File: config.mk
export PLATFORM = sky130hd
export DESIGN_NAME = rv_core
export DESIGN_NICKNAME = d
export VERILOG_FILES = /design/src/hdl/rv_pkg.sv /design/src/hdl/rv_fetch.sv /design/src/hdl/rv_decode.sv /design/src/hdl/rv_regfile.sv /design/src/hdl/rv_alu.sv /design/src/hdl/rv_lsu.sv /design/src/hdl/rv_core.sv
export SDC_FILE = /design/constraint.sdc
export NUM_CORES = 2
export LEC_CHECK = 0
export ABC_CLOCK_PERIOD_IN_PS = 20600
export BUFFER_PORTS_ARGS = -buffer_cell sky130_fd_sc_hd__buf_2
export CAP_MARGIN = 20
export CORE_ASPECT_RATIO = 1.1
export CORE_UTILIZATION = 60
export CTS_BUF_LIST = sky130_fd_sc_hd__clkbuf_16
export DETAILED_ROUTE_END_ITERATION = 7
export GPL_TIMING_DRIVEN = 0
export PLACE_DENSITY_LB_ADDON = 0.15
export SETUP_SLACK_MARGIN = 0.4
export SYNTH_ARGS = -nofsm -noshare
export SYNTH_HDL_FRONTEND = slang
export SYNTH_SLANG_ARGS = --single-unit
File: constraint.sdc
create_clock -name inst_selfdefine -period 20.6 [get_ports inst_selfdefine]
set_input_delay 2.06 -clock inst_selfdefine [delete_from_list [all_inputs] [get_ports inst_selfdefine]]
set_output_delay 2.06 -clock inst_selfdefine [all_outputs]
set_load 0.02 [all_outputs]
File: src/hdl/rv_pkg.sv
`default_nettype none

package rv_pkg;

    localparam int xlen      = 32;
    localparam int reg_idx_w = 5;

    typedef logic [xlen-1:0]      word_t;
    typedef logic [reg_idx_w-1:0] reg_idx_t;

    // bus size code, log2 of the byte count
    localparam logic [1:0] size_word = 2'd2;

    typedef enum logic [6:0] {
        opc_load   = 7'b0000011,
        opc_op_imm = 7'b0010011,
        opc_auipc  = 7'b0010111,
        opc_store  = 7'b0100011,
        opc_op     = 7'b0110011,
        opc_lui    = 7'b0110111,
        opc_branch = 7'b1100011,
        opc_jalr   = 7'b1100111,
        opc_jal    = 7'b1101111
    } opcode_t;

    typedef enum logic [3:0] {
        alu_add,
        alu_sub,
        alu_sll,
        alu_slt,
        alu_sltu,
        alu_xor,
        alu_srl,
        alu_sra,
        alu_or,
        alu_and
    } alu_op_t;

    // writeback source for rd
    typedef enum logic [1:0] {
        wb_alu,
        wb_pc4,
        wb_imm,
        wb_load
    } wb_sel_t;

    typedef struct packed {
        logic [6:0] funct7;
        reg_idx_t   rs2;
        reg_idx_t   rs1;
        logic [2:0] funct3;
        reg_idx_t   rd;
        opcode_t    opcode;
    } r_fmt_t;

    typedef struct packed {
        logic [11:0] imm;
        reg_idx_t    rs1;
        logic [2:0]  funct3;
        reg_idx_t    rd;
        opcode_t     opcode;
    } i_fmt_t;

    typedef struct packed {
        logic [6:0] imm_hi;
        reg_idx_t   rs2;
        reg_idx_t   rs1;
        logic [2:0] funct3;
        logic [4:0] imm_lo;
        opcode_t    opcode;
    } s_fmt_t;

    typedef struct packed {
        logic       imm_12;
        logic [5:0] imm_10_5;
        reg_idx_t   rs2;
        reg_idx_t   rs1;
        logic [2:0] funct3;
        logic [3:0] imm_4_1;
        logic       imm_11;
        opcode_t    opcode;
    } b_fmt_t;

    typedef struct packed {
        logic [19:0] imm;
        reg_idx_t    rd;
        opcode_t     opcode;
    } u_fmt_t;

    typedef struct packed {
        logic       imm_20;
        logic [9:0] imm_10_1;
        logic       imm_11;
        logic [7:0] imm_19_12;
        reg_idx_t   rd;
        opcode_t    opcode;
    } j_fmt_t;

    typedef union packed {
        r_fmt_t r_fmt;
        i_fmt_t i_fmt;
        s_fmt_t s_fmt;
        b_fmt_t b_fmt;
        u_fmt_t u_fmt;
        j_fmt_t j_fmt;
    } inst_u;

    typedef struct packed {
        reg_idx_t   rs1;
        reg_idx_t   rs2;
        reg_idx_t   rd;
        logic       rd_we;
        alu_op_t    alu_op;
        logic       src_pc;
        logic       src_imm;
        logic       branch;
        logic [2:0] funct3;
        logic       jump;
        logic       jalr;
        logic       load;
        logic       store;
        wb_sel_t    rd_sel;
    } ctrl_t;

    typedef struct packed {
        word_t      addr;
        word_t      wdata;
        logic       write;
        logic [1:0] size;
    } mem_req_t;

endpackage

`default_nettype wire

File: src/hdl/rv_fetch.sv
`timescale 1ns/10ps
`default_nettype none

module rv_fetch import rv_pkg::*; #(
    parameter word_t RESET_PC = '0
) (
    input  logic     inst_selfdefine,
    input  logic     reset,
    input  logic     retire,
    input  logic     take_branch,
    input  logic     jump,
    input  word_t    target,
    output logic     ibus_valid,
    input  logic     ibus_ready,
    output mem_req_t ibus_req,
    input  word_t    ibus_rdata,
    output word_t    pc,
    output inst_u    inst,
    output logic     inst_valid
);

    typedef enum logic [1:0] {
        fs_boot,
        fs_req,
        fs_exec
    } fetch_state_t;

    fetch_state_t state;
    word_t        next_pc;

    assign next_pc = (jump | take_branch) ? target : pc + 32'd4;

    // request is held while in fs_req, pc does not move there
    assign ibus_valid     = (state == fs_req);
    assign ibus_req.addr  = pc;
    assign ibus_req.wdata = '0;
    assign ibus_req.write = 1'b0;
    assign ibus_req.size  = size_word;

    always_ff @(posedge inst_selfdefine) begin
        if (reset) begin
            state      <= fs_boot;
            pc         <= RESET_PC;
            inst_valid <= 1'b0;
        end else begin
            inst_valid <= 1'b0;
            case (state)
                fs_boot: begin
                    state <= fs_req;
                end
                fs_req: begin
                    if (ibus_ready) begin
                        inst_valid <= 1'b1;
                        state      <= fs_exec;
                    end
                end
                fs_exec: begin
                    if (retire) begin
                        pc    <= next_pc;
                        state <= fs_req;
                    end
                end
                default: begin
                    state <= fs_boot;
                end
            endcase
        end
    end

    // instruction word, held until the next fetch completes
    always_ff @(posedge inst_selfdefine) begin
        if (ibus_valid && ibus_ready) begin
            inst <= ibus_rdata;
        end
    end

endmodule

`default_nettype wire

File: src/hdl/rv_decode.sv
`timescale 1ns/10ps
`default_nettype none

module rv_decode import rv_pkg::*; (
    input  inst_u inst,
    output ctrl_t ctrl,
    output word_t imm
);

    word_t imm_i;
    word_t imm_s;
    word_t imm_b;
    word_t imm_u;
    word_t imm_j;

    // funct3 to alu op, alt selects sub / sra
    function automatic alu_op_t alu_func(input logic [2:0] funct3, input logic alt);
        alu_op_t op;
        case (funct3)
            3'b000:  op = alt ? alu_sub : alu_add;
            3'b001:  op = alu_sll;
            3'b010:  op = alu_slt;
            3'b011:  op = alu_sltu;
            3'b100:  op = alu_xor;
            3'b101:  op = alt ? alu_sra : alu_srl;
            3'b110:  op = alu_or;
            default: op = alu_and;
        endcase
        return op;
    endfunction

    assign imm_i = {{20{inst.i_fmt.imm[11]}}, inst.i_fmt.imm};
    assign imm_s = {{20{inst.s_fmt.imm_hi[6]}}, inst.s_fmt.imm_hi, inst.s_fmt.imm_lo};
    assign imm_b = {{19{inst.b_fmt.imm_12}}, inst.b_fmt.imm_12, inst.b_fmt.imm_11,
                    inst.b_fmt.imm_10_5, inst.b_fmt.imm_4_1, 1'b0};
    assign imm_u = {inst.u_fmt.imm, 12'd0};
    assign imm_j = {{11{inst.j_fmt.imm_20}}, inst.j_fmt.imm_20, inst.j_fmt.imm_19_12,
                    inst.j_fmt.imm_11, inst.j_fmt.imm_10_1, 1'b0};

    always_comb begin
        ctrl        = '0;
        ctrl.rs1    = inst.r_fmt.rs1;
        ctrl.rs2    = inst.r_fmt.rs2;
        ctrl.rd     = inst.r_fmt.rd;
        ctrl.funct3 = inst.r_fmt.funct3;
        imm         = '0;
        case (inst.r_fmt.opcode)
            opc_op: begin
                ctrl.rd_we  = 1'b1;
                ctrl.alu_op = alu_func(inst.r_fmt.funct3, inst.r_fmt.funct7[5]);
            end
            opc_op_imm: begin
                ctrl.rd_we   = 1'b1;
                ctrl.src_imm = 1'b1;
                // bit 30 only matters for srai
                ctrl.alu_op  = alu_func(inst.i_fmt.funct3,
                    (inst.i_fmt.funct3 == 3'b101) && inst.r_fmt.funct7[5]);
                imm          = imm_i;
            end
            opc_lui: begin
                ctrl.rd_we  = 1'b1;
                ctrl.rd_sel = wb_imm;
                imm         = imm_u;
            end
            opc_auipc: begin
                ctrl.rd_we   = 1'b1;
                ctrl.src_pc  = 1'b1;
                ctrl.src_imm = 1'b1;
                imm          = imm_u;
            end
            opc_jal: begin
                ctrl.rd_we   = 1'b1;
                ctrl.src_pc  = 1'b1;
                ctrl.src_imm = 1'b1;
                ctrl.jump    = 1'b1;
                ctrl.rd_sel  = wb_pc4;
                imm          = imm_j;
            end
            opc_jalr: begin
                ctrl.rd_we   = 1'b1;
                ctrl.src_imm = 1'b1;
                ctrl.jump    = 1'b1;
                ctrl.jalr    = 1'b1;
                ctrl.rd_sel  = wb_pc4;
                imm          = imm_i;
            end
            opc_branch: begin
                ctrl.src_pc  = 1'b1;
                ctrl.src_imm = 1'b1;
                ctrl.branch  = 1'b1;
                imm          = imm_b;
            end
            opc_load: begin
                ctrl.rd_we   = 1'b1;
                ctrl.src_imm = 1'b1;
                ctrl.load    = 1'b1;
                ctrl.rd_sel  = wb_load;
                imm          = imm_i;
            end
            opc_store: begin
                ctrl.src_imm = 1'b1;
                ctrl.store   = 1'b1;
                imm          = imm_s;
            end
            default: begin
                // unknown opcode retires without effect
                ctrl.rd_we = 1'b0;
            end
        endcase
    end

endmodule

`default_nettype wire

File: src/hdl/rv_regfile.sv
`timescale 1ns/10ps
`default_nettype none

module rv_regfile import rv_pkg::*; (
    input  logic     inst_selfdefine,
    input  logic     reset,
    input  reg_idx_t rs1,
    input  reg_idx_t rs2,
    output word_t    rs1_data,
    output word_t    rs2_data,
    input  logic     we,
    input  reg_idx_t rd,
    input  word_t    rd_data
);

    // x0 has no storage
    word_t regs [1:31];

    assign rs1_data = (rs1 == '0) ? '0 : regs[rs1];
    assign rs2_data = (rs2 == '0) ? '0 : regs[rs2];

    always_ff @(posedge inst_selfdefine) begin
        if (reset) begin
            for (int i = 1; i < 32; i++) begin
                regs[i] <= '0;
            end
        end else if (we && (rd != '0)) begin
            regs[rd] <= rd_data;
        end
    end

endmodule

`default_nettype wire

File: src/hdl/rv_alu.sv
`timescale 1ns/10ps
`default_nettype none

module rv_alu import rv_pkg::*; (
    input  ctrl_t ctrl,
    input  word_t pc,
    input  word_t rs1_data,
    input  word_t rs2_data,
    input  word_t imm,
    output word_t result,
    output logic  take_branch
);

    word_t      op_a;
    word_t      op_b;
    word_t      raw;
    logic [4:0] shamt;
    logic       cond;

    assign op_a  = ctrl.src_pc ? pc : rs1_data;
    assign op_b  = ctrl.src_imm ? imm : rs2_data;
    assign shamt = op_b[4:0];

    always_comb begin
        case (ctrl.alu_op)
            alu_add:  raw = op_a + op_b;
            alu_sub:  raw = op_a - op_b;
            alu_sll:  raw = op_a << shamt;
            alu_slt:  raw = {31'd0, $signed(op_a) < $signed(op_b)};
            alu_sltu: raw = {31'd0, op_a < op_b};
            alu_xor:  raw = op_a ^ op_b;
            alu_srl:  raw = op_a >> shamt;
            alu_sra:  raw = word_t'($signed(op_a) >>> shamt);
            alu_or:   raw = op_a | op_b;
            alu_and:  raw = op_a & op_b;
            default:  raw = op_a + op_b;
        endcase
    end

    // jalr target has bit 0 cleared
    assign result = {raw[31:1], raw[0] & ~ctrl.jalr};

    always_comb begin
        case (ctrl.funct3)
            3'b000:  cond = (rs1_data == rs2_data);
            3'b001:  cond = (rs1_data != rs2_data);
            3'b100:  cond = ($signed(rs1_data) < $signed(rs2_data));
            3'b101:  cond = ($signed(rs1_data) >= $signed(rs2_data));
            3'b110:  cond = (rs1_data < rs2_data);
            3'b111:  cond = (rs1_data >= rs2_data);
            default: cond = 1'b0;
        endcase
    end

    assign take_branch = ctrl.branch & cond;

endmodule

`default_nettype wire

File: src/hdl/rv_lsu.sv
`timescale 1ns/10ps
`default_nettype none

module rv_lsu import rv_pkg::*; (
    input  logic     inst_selfdefine,
    input  logic     reset,
    input  logic     inst_valid,
    input  ctrl_t    ctrl,
    input  word_t    addr,
    input  word_t    wdata,
    output logic     dbus_valid,
    input  logic     dbus_ready,
    output mem_req_t dbus_req,
    input  word_t    dbus_rdata,
    output word_t    load_data,
    output logic     lsu_done
);

    word_t addr_q;
    word_t wdata_q;
    logic  write_q;
    logic  mem_inst;

    assign mem_inst = ctrl.load | ctrl.store;

    // word accesses only
    assign dbus_req.addr  = addr_q;
    assign dbus_req.wdata = wdata_q;
    assign dbus_req.write = write_q;
    assign dbus_req.size  = size_word;

    always_ff @(posedge inst_selfdefine) begin
        if (reset) begin
            dbus_valid <= 1'b0;
            lsu_done   <= 1'b0;
        end else begin
            lsu_done <= dbus_valid & dbus_ready;
            if (inst_valid && mem_inst) begin
                dbus_valid <= 1'b1;
            end else if (dbus_ready) begin
                dbus_valid <= 1'b0;
            end
        end
    end

    // request payload, stable until ready
    always_ff @(posedge inst_selfdefine) begin
        if (inst_valid && mem_inst) begin
            addr_q  <= addr;
            wdata_q <= wdata;
            write_q <= ctrl.store;
        end
    end

    always_ff @(posedge inst_selfdefine) begin
        if (dbus_valid && dbus_ready) begin
            load_data <= dbus_rdata;
        end
    end

endmodule

`default_nettype wire

File: src/hdl/rv_core.sv
`timescale 1ns/10ps
`default_nettype none

module rv_core import rv_pkg::*; #(
    parameter word_t RESET_PC = '0
) (
    input  logic     inst_selfdefine,
    input  logic     reset,
    output logic     ibus_valid,
    input  logic     ibus_ready,
    output mem_req_t ibus_req,
    input  word_t    ibus_rdata,
    output logic     dbus_valid,
    input  logic     dbus_ready,
    output mem_req_t dbus_req,
    input  word_t    dbus_rdata
);

    word_t pc;
    inst_u inst;
    logic  inst_valid;
    ctrl_t ctrl;
    word_t imm;
    word_t rs1_data;
    word_t rs2_data;
    word_t alu_result;
    logic  take_branch;
    word_t load_data;
    logic  lsu_done;
    logic  exec_q;
    logic  retire;
    word_t rd_data;

    // non-memory instructions retire one cycle after decode
    always_ff @(posedge inst_selfdefine) begin
        if (reset) begin
            exec_q <= 1'b0;
        end else begin
            exec_q <= inst_valid & ~(ctrl.load | ctrl.store);
        end
    end

    assign retire = exec_q | lsu_done;

    always_comb begin
        case (ctrl.rd_sel)
            wb_pc4:  rd_data = pc + 32'd4;
            wb_imm:  rd_data = imm;
            wb_load: rd_data = load_data;
            default: rd_data = alu_result;
        endcase
    end

    rv_fetch #(
        .RESET_PC(RESET_PC)
    ) u_fetch (
        .inst_selfdefine(inst_selfdefine),
        .reset(reset),
        .retire(retire),
        .take_branch(take_branch),
        .jump(ctrl.jump),
        .target(alu_result),
        .ibus_valid(ibus_valid),
        .ibus_ready(ibus_ready),
        .ibus_req(ibus_req),
        .ibus_rdata(ibus_rdata),
        .pc(pc),
        .inst(inst),
        .inst_valid(inst_valid)
    );

    rv_decode u_decode (
        .inst(inst),
        .ctrl(ctrl),
        .imm(imm)
    );

    rv_regfile u_regfile (
        .inst_selfdefine(inst_selfdefine),
        .reset(reset),
        .rs1(ctrl.rs1),
        .rs2(ctrl.rs2),
        .rs1_data(rs1_data),
        .rs2_data(rs2_data),
        .we(retire & ctrl.rd_we),
        .rd(ctrl.rd),
        .rd_data(rd_data)
    );

    rv_alu u_alu (
        .ctrl(ctrl),
        .pc(pc),
        .rs1_data(rs1_data),
        .rs2_data(rs2_data),
        .imm(imm),
        .result(alu_result),
        .take_branch(take_branch)
    );

    rv_lsu u_lsu (
        .inst_selfdefine(inst_selfdefine),
        .reset(reset),
        .inst_valid(inst_valid),
        .ctrl(ctrl),
        .addr(alu_result),
        .wdata(rs2_data),
        .dbus_valid(dbus_valid),
        .dbus_ready(dbus_ready),
        .dbus_req(dbus_req),
        .dbus_rdata(dbus_rdata),
        .load_data(load_data),
        .lsu_done(lsu_done)
    );

endmodule

`default_nettype wire

==> metrics.md, run 1 <==
| Metric | Value |
|---|---|
| Largest net degree at the start of global routing | 55 |
| H-tree depth | 3 |
| Clock sinks | 1,201 |
| Error | [ERROR GRT-0232] Routing congestion too high. Check the congestion heatmap in the GUI. |
| Seq/Total Area, Yosys | roughly half |
| Row count | 132 |
| I/O pins | around 200 |
| Synth Area in XOR/XNOR | less than 1% |
| Avg Cell Area, Syn | 11.5 µm² |
| EDFF count, synth | around 1,200 |
| Post-synth top flop | edfxtp_1 |
| Area share of fa/ha/maj cells after synthesis | under 10% |
| Multiplexer area fraction after synthesis | about a fifth |
| Post-synthesis simple-gate area fraction | 11.9% |
| Number of synthesized register bits | approximately 1,200 |
| DP Wirelength | about 280 mm |
| Status | did not finish |
| Synth top area share | about half |
| Total track usage | between 60% and 70% |
| Clk buf depth | 3 |
| Post-CTS setup repair buffer count | 0 |
| Async SR Flop Fraction | 0% |
| Initial Util | approximately three fifths |
| Yosys cell types | about 110 |
| Resized Gates After CTS | 0 |
| Die Span X | 332 µm |
| Area leader, netlist | edfxtp_1 |
| Syn Std Cell Area | approximately 72,000 µm² |
| Post-synthesis compound-gate area fraction | a little under an eighth |
| Hold buffers post-CTS | 0 |
| CTS buffer count | around 120 |
| Top cells by area, synth | edfxtp_1 (48%), mux4_2 (11%), mux2i_1 (8.2%) |
| Main combinational cell family by area after synthesis | multiplexers |
| Last stage reached | 5_1_grt |
| Warnings, synthesis | 0 |
| Grt total ovfl | 3 |
| Die Span Y | ~370 µm |
| Root Buffer | clkbuf_16 |
| Gp weighted congestion | about 1.2 |
| IO Port Bufs | between 150 and 200 |
| Cells after synthesis | 6,279 |
| Post-place setup slack | between 9000 and 10,000 ps |
[cell families after synthesis]
| group | count (synthesis) |
|---|---|
| AO/OA/AOI/OAI | 1194 |
| adder cells (fa/ha/maj) | 132 |
| XOR/XNOR | 44 |
| AND/OR/NAND/NOR | 1967 |
| other | 2 |
| buffers and inverters | 771 |
| multiplexers | 968 |
| flip-flops | 1201 |
[Yosys cell counts, types with 16 or more instances]
cell type,count
a22oi_1,259
o21ai_1,16
o21ai_0,155
and3_1,26
xor2_1,21
inv_1,143
mux2i_1,591
or2_2,16
and2_1,51
o211ai_1,36
a21oi_1,369
ha_1,130
a31oi_1,36
a31oi_2,20
buf_1,75
nand4_1,29
buf_2,168
dfxtp_1,48
xnor2_1,23
nor2b_1,55
nand2b_1,17
a211oi_1,21
nand2_1,437
nor4_1,50
nor2_1,997
buf_4,60
clkbuf_1,302
nor3_1,134
o221ai_1,19
a221oi_1,20
o21a_1,16
o22ai_1,25
a21o_1,34
a211o_1,17
nand3_1,82
edfxtp_1,1153
mux4_2,366
[per-layer routing]
metal  global-route usage (%)  GRT overflow
met5                     14.0             0
met1                     67.3             0
met3                     43.6             0
met4                     68.1             1
met2                     88.8             2
[stage by stage]
stage / hold slack, ps / area, µm² / util [%] / cells
after global placement: 469 / 75000 / 63.4 / 8053
after detailed placement: 490 / 76600 / 64.7 / 8144
after CTS: 510 / 80400 / 67.9 / 8361
after floorplan: 456 / 72300 / - / 6346
==> inputs of run 2 (changes only) <==
--- a/config.mk
+++ b/config.mk
@@ -8,13 +8,10 @@
 export ABC_CLOCK_PERIOD_IN_PS = 20600
 export BUFFER_PORTS_ARGS = -buffer_cell sky130_fd_sc_hd__buf_2
 export CAP_MARGIN = 20
-export CORE_ASPECT_RATIO = 1.1
-export CORE_UTILIZATION = 60
-export CTS_BUF_LIST = sky130_fd_sc_hd__clkbuf_16
+export CORE_UTILIZATION = 40
 export DETAILED_ROUTE_END_ITERATION = 7
 export GPL_TIMING_DRIVEN = 0
 export PLACE_DENSITY_LB_ADDON = 0.15
-export SETUP_SLACK_MARGIN = 0.4
 export SYNTH_ARGS = -nofsm -noshare
 export SYNTH_HDL_FRONTEND = slang
 export SYNTH_SLANG_ARGS = --single-unit
==> run 2 against run 1 <==
- the run now ends clean
- synthesized area stayed put
- synthesized cell count did not move
==> metrics.md, run 2 <==
| Metric | Value |
|---|---|
| Antenna-violating nets left | 0 |
| Number of synthesized register bits | 1,201 |
| Gp weighted congestion | 1.10 |
| Pre-Repair DR Iteration Count | 7 |
| I/O pins | 204 |
| Final core utilization | between 40% and 50% |
| Largest fanout on the critical path | 10 |
| Critical Path Start Type | flip-flop |
| PnR worst setup slack | roughly 8500 ps |
| Hold Path Depth | 1 |
| Leading cell types in the layout, fill and taps excluded | edfxtp_1 (1,153), nor2_1 (997), mux2i_1 (591) |
| Routed vias | 63,484 |
| DR WL/cell | around 44 µm |
| Top cells by area, synth | edfxtp_1 (48%), mux4_2 (11%), mux2i_1 (8.2%) |
| # fillers | 16,626 |
| Worst r2r dst | u_regfile.regs[29][31] |
| Worst hold slack | slightly below 500 ps |
| Clock period minus worst slack | around 12,000 ps |
| Post-route setup TNS | 0 ps |
| CP Capture Type | flip-flop |
| Final Slew Violations | 0 |
| Nets | about 7,000 |
| P_sw | between 4 and 5 mW |
| Most frequent cells after synthesis | edfxtp_1 (1,153), nor2_1 (997), mux2i_1 (591), nand2_1 (437), a21oi_1 (369) |
| Max incr delay on CP | 1140 ps |
| Clk buf depth | 3 |
| Clk network pwr share | a little over a quarter |
| Final Instance Area | 83,100 µm² |
| Most flop-heavy register | u_regfile.regs |
| Sw frac | around 45% |
| Crit path kind | reg2reg |
| Post-place setup slack | a little over 9000 ps |
| Hold Vio Cnt, Final | 0 |
| Worst Path Arrival | 12,620 ps |
| Cells after synthesis | around 6,300 |
| Layout cells sized above 1 | around 19% |
| Via count of the first global-routing pass | between 50,000 and 60,000 |
| Root Buffer | clkbuf_16 |
| Die Span Y | 426 µm |
| Largest net degree at the start of global routing | 48 |
| Flop pwr share | a little under a third |
| Crit-path cells | buf_2, buf_6, buf_4, buf_2, buf_1, clkbuf_2, mux4_2, mux4_2, nand2_1, a21oi_2, a22oi_1, ha_1, clkbuf_1, and3_1, nand2_1, o311ai_0, a21oi_1, or4b_2, nand3_1, xnor2_1, o2111ai_1, o31ai_2, buf_2, nor2_1 |
| Min-delay src | u_fetch.inst_valid |
| Slowest CP cell | o31ai_2 |
| FF+latch area | between 30,000 and 40,000 µm² |
| Final setup vio count | 0 |
| Syn Std Cell Area | roughly 70,000 µm² |
| Worst-skew pair later-pin latency | 850 ps |
| Area growth syn-to-layout | 15.4% |
| Grt total ovfl | 0 |
| Die Span X | between 400 and 500 µm |
| Crit path required time | 21,140 ps |
| Vias per cell | about 6.8 |
| Placeable Area | 179,000 µm² |
| Row count | 155 |
| First-pass GRT wire length | ~540 mm |
| Area of the multi-input gates | approximately 34,000 µm² |
| WHS Endpoint | exec_q |
| Unrepaired setup endpoints after global routing | no |
| CTS buffer count | between 100 and 150 |
| Yosys cell types | 108 |
| Max_cap viols | 0 |
| Cell mode on critical path | buf_2 |
| Initial Util | 40.3% |
| Setup skew after layout | 77.0 ps |
| Residual DRC | 0 |
| DP Wirelength | 315 mm |
| DRT iter0 DRCs | 10,634 |
| Avg Cell Area, Syn | ~11 µm² |
| Area leader, netlist | edfxtp_1 |
| Cell Pwr Density | ~110 nW/µm² |
| Hold buffers post-CTS | 0 |
| Initial antenna violation count | 24 |
| Most frequent cell after synthesis | edfxtp_1 |
| Worst Reg-to-Reg Cells | 24 |
| Tcrit/Tclk final | 58.6% |
| CTS clock-pin slew for the worst setup and hold paths | 60 ps |
| Seq/Total Area, Yosys | between 40% and 50% |
| Most common cell after layout, fill and taps aside | edfxtp_1 |
| Area post-placement | 78,500 µm² |
| Die area | about 180,000 µm² |
| F_max | 82.8 MHz |
| EDFF count, synth | about 1,200 |
| Leakage power | 31.8 nW |
| Resized Gates After CTS | 0 |
| H-tree depth | 4 |
| Internal | about 5.2 mW |
| Warnings, synthesis | 0 |
| CTS tree | done |
| Clock sinks | approximately 1,200 |
| Hold Path Class | reg2reg |
| Async SR Flop Fraction | 0% |
| IO Port Bufs | between 150 and 200 |
| Synth top area share | approximately half |
| Status | finished, final reports clean |
| Post-CTS setup repair buffer count | 0 |
| Total track usage | 44.9% |
| FF-to-FF setup slack | 8520 ps |
| Slew headroom | between 4 and 5% |
| Max FFs per register | around 1,000 |
| Logic pwr share | 43.6% |
| Post-synth top flop | edfxtp_1 |
| Peak VDD IR | between 0.08 and 0.09 mV |
| Worst slew pin tran | roughly 1400 ps |
| WL final | a little over 400 mm |
run 2: cell counts after synthesis:
No cell type changed its count.
run 2: area by class of cell:
cell class,instances,area share (%)
multi-input combinational,4374,40.3
tap,2355,3.54
sequential,1201,42.8
clock buffer,177,4.43
antenna,22,0.0662
buffer,612,3.40
inverter,159,0.719
clock inverter,77,0.870
timing repair buffer,353,3.86
run 2: how the worst max path moves through the flow:
| stage | start | end | slack (ps) |
|---|---|---|---|
| after floorplan | flip-flop | u_regfile.regs[13][23] | 13620 |
| after global placement | flip-flop | u_regfile.regs[1][14] | 6700 |
| after detailed placement | flip-flop | u_regfile.regs[29][31] | 9350 |
| after CTS | flip-flop | u_regfile.regs[28][31] | 9320 |
| after global routing | flip-flop | u_regfile.regs[29][31] | 8910 |
| final | flip-flop | u_regfile.regs[29][31] | 8520 |
run 2: cell families (layout without fill, tap and decap cells):
group,after synthesis,after routing,share of synthesized area (%)
xor gates and xnor gates,44,44,0.535
and+or+nand+nor,1967,1967,11.9
AOI/OAI and AO/OA,1194,1194,11.3
other,2,91,0.0104
muxes,968,968,19.8
buffers and inverters,771,1378,4.69
adders and majority gates,132,132,2.31
DFF,1201,1201,49.4
run 2: per-stage QoR:
| step | instances | power (mW) |
|---|---|---|
| finish | 9330 | 9.49 |
| CTS | 9285 | 9.20 |
| floorplan | 6346 | 4.82 |
| detailed placement | 9031 | 6.77 |
| global route | 9310 | 9.54 |
| global placement | 8867 | 6.62 |
run 2: power by group through the flow:
stage	logic (mW)	clock network [mW]	registers, mW
3_5_place_dp	3.86	0	2.91
3_3_place_gp	3.70	0	2.91
4_1_cts	3.88	2.46	2.86
6_report	4.14	2.48	2.87
2_1_floorplan	1.93	0	2.89
5_1_grt	4.12	2.55	2.87
run 2: routing by layer:
metal | wire, µm | up-vias | global-route usage (%)
li1 | - | 24783 | -
met1 | 145000 | 32145 | 54.2
met2 | 180000 | 5264 | 67.0
met3 | 49100 | 1276 | 12.8
met4 | 40900 | 16 | 36.5
met5 | 111 | - | 0
run 2: critical path: cells and delay by family, from the launching register on:
family	cells	cell delay (ps)
adders and majority gates	1	440
and+or+nand+nor	6	1440
muxes	2	680
xor gates and xnor gates	1	160
AOI/OAI and AO/OA	6	4460
buffers and inverters	8	3840
DFF	1	680
No activity file was read; power rests on OpenSTA's default activity.
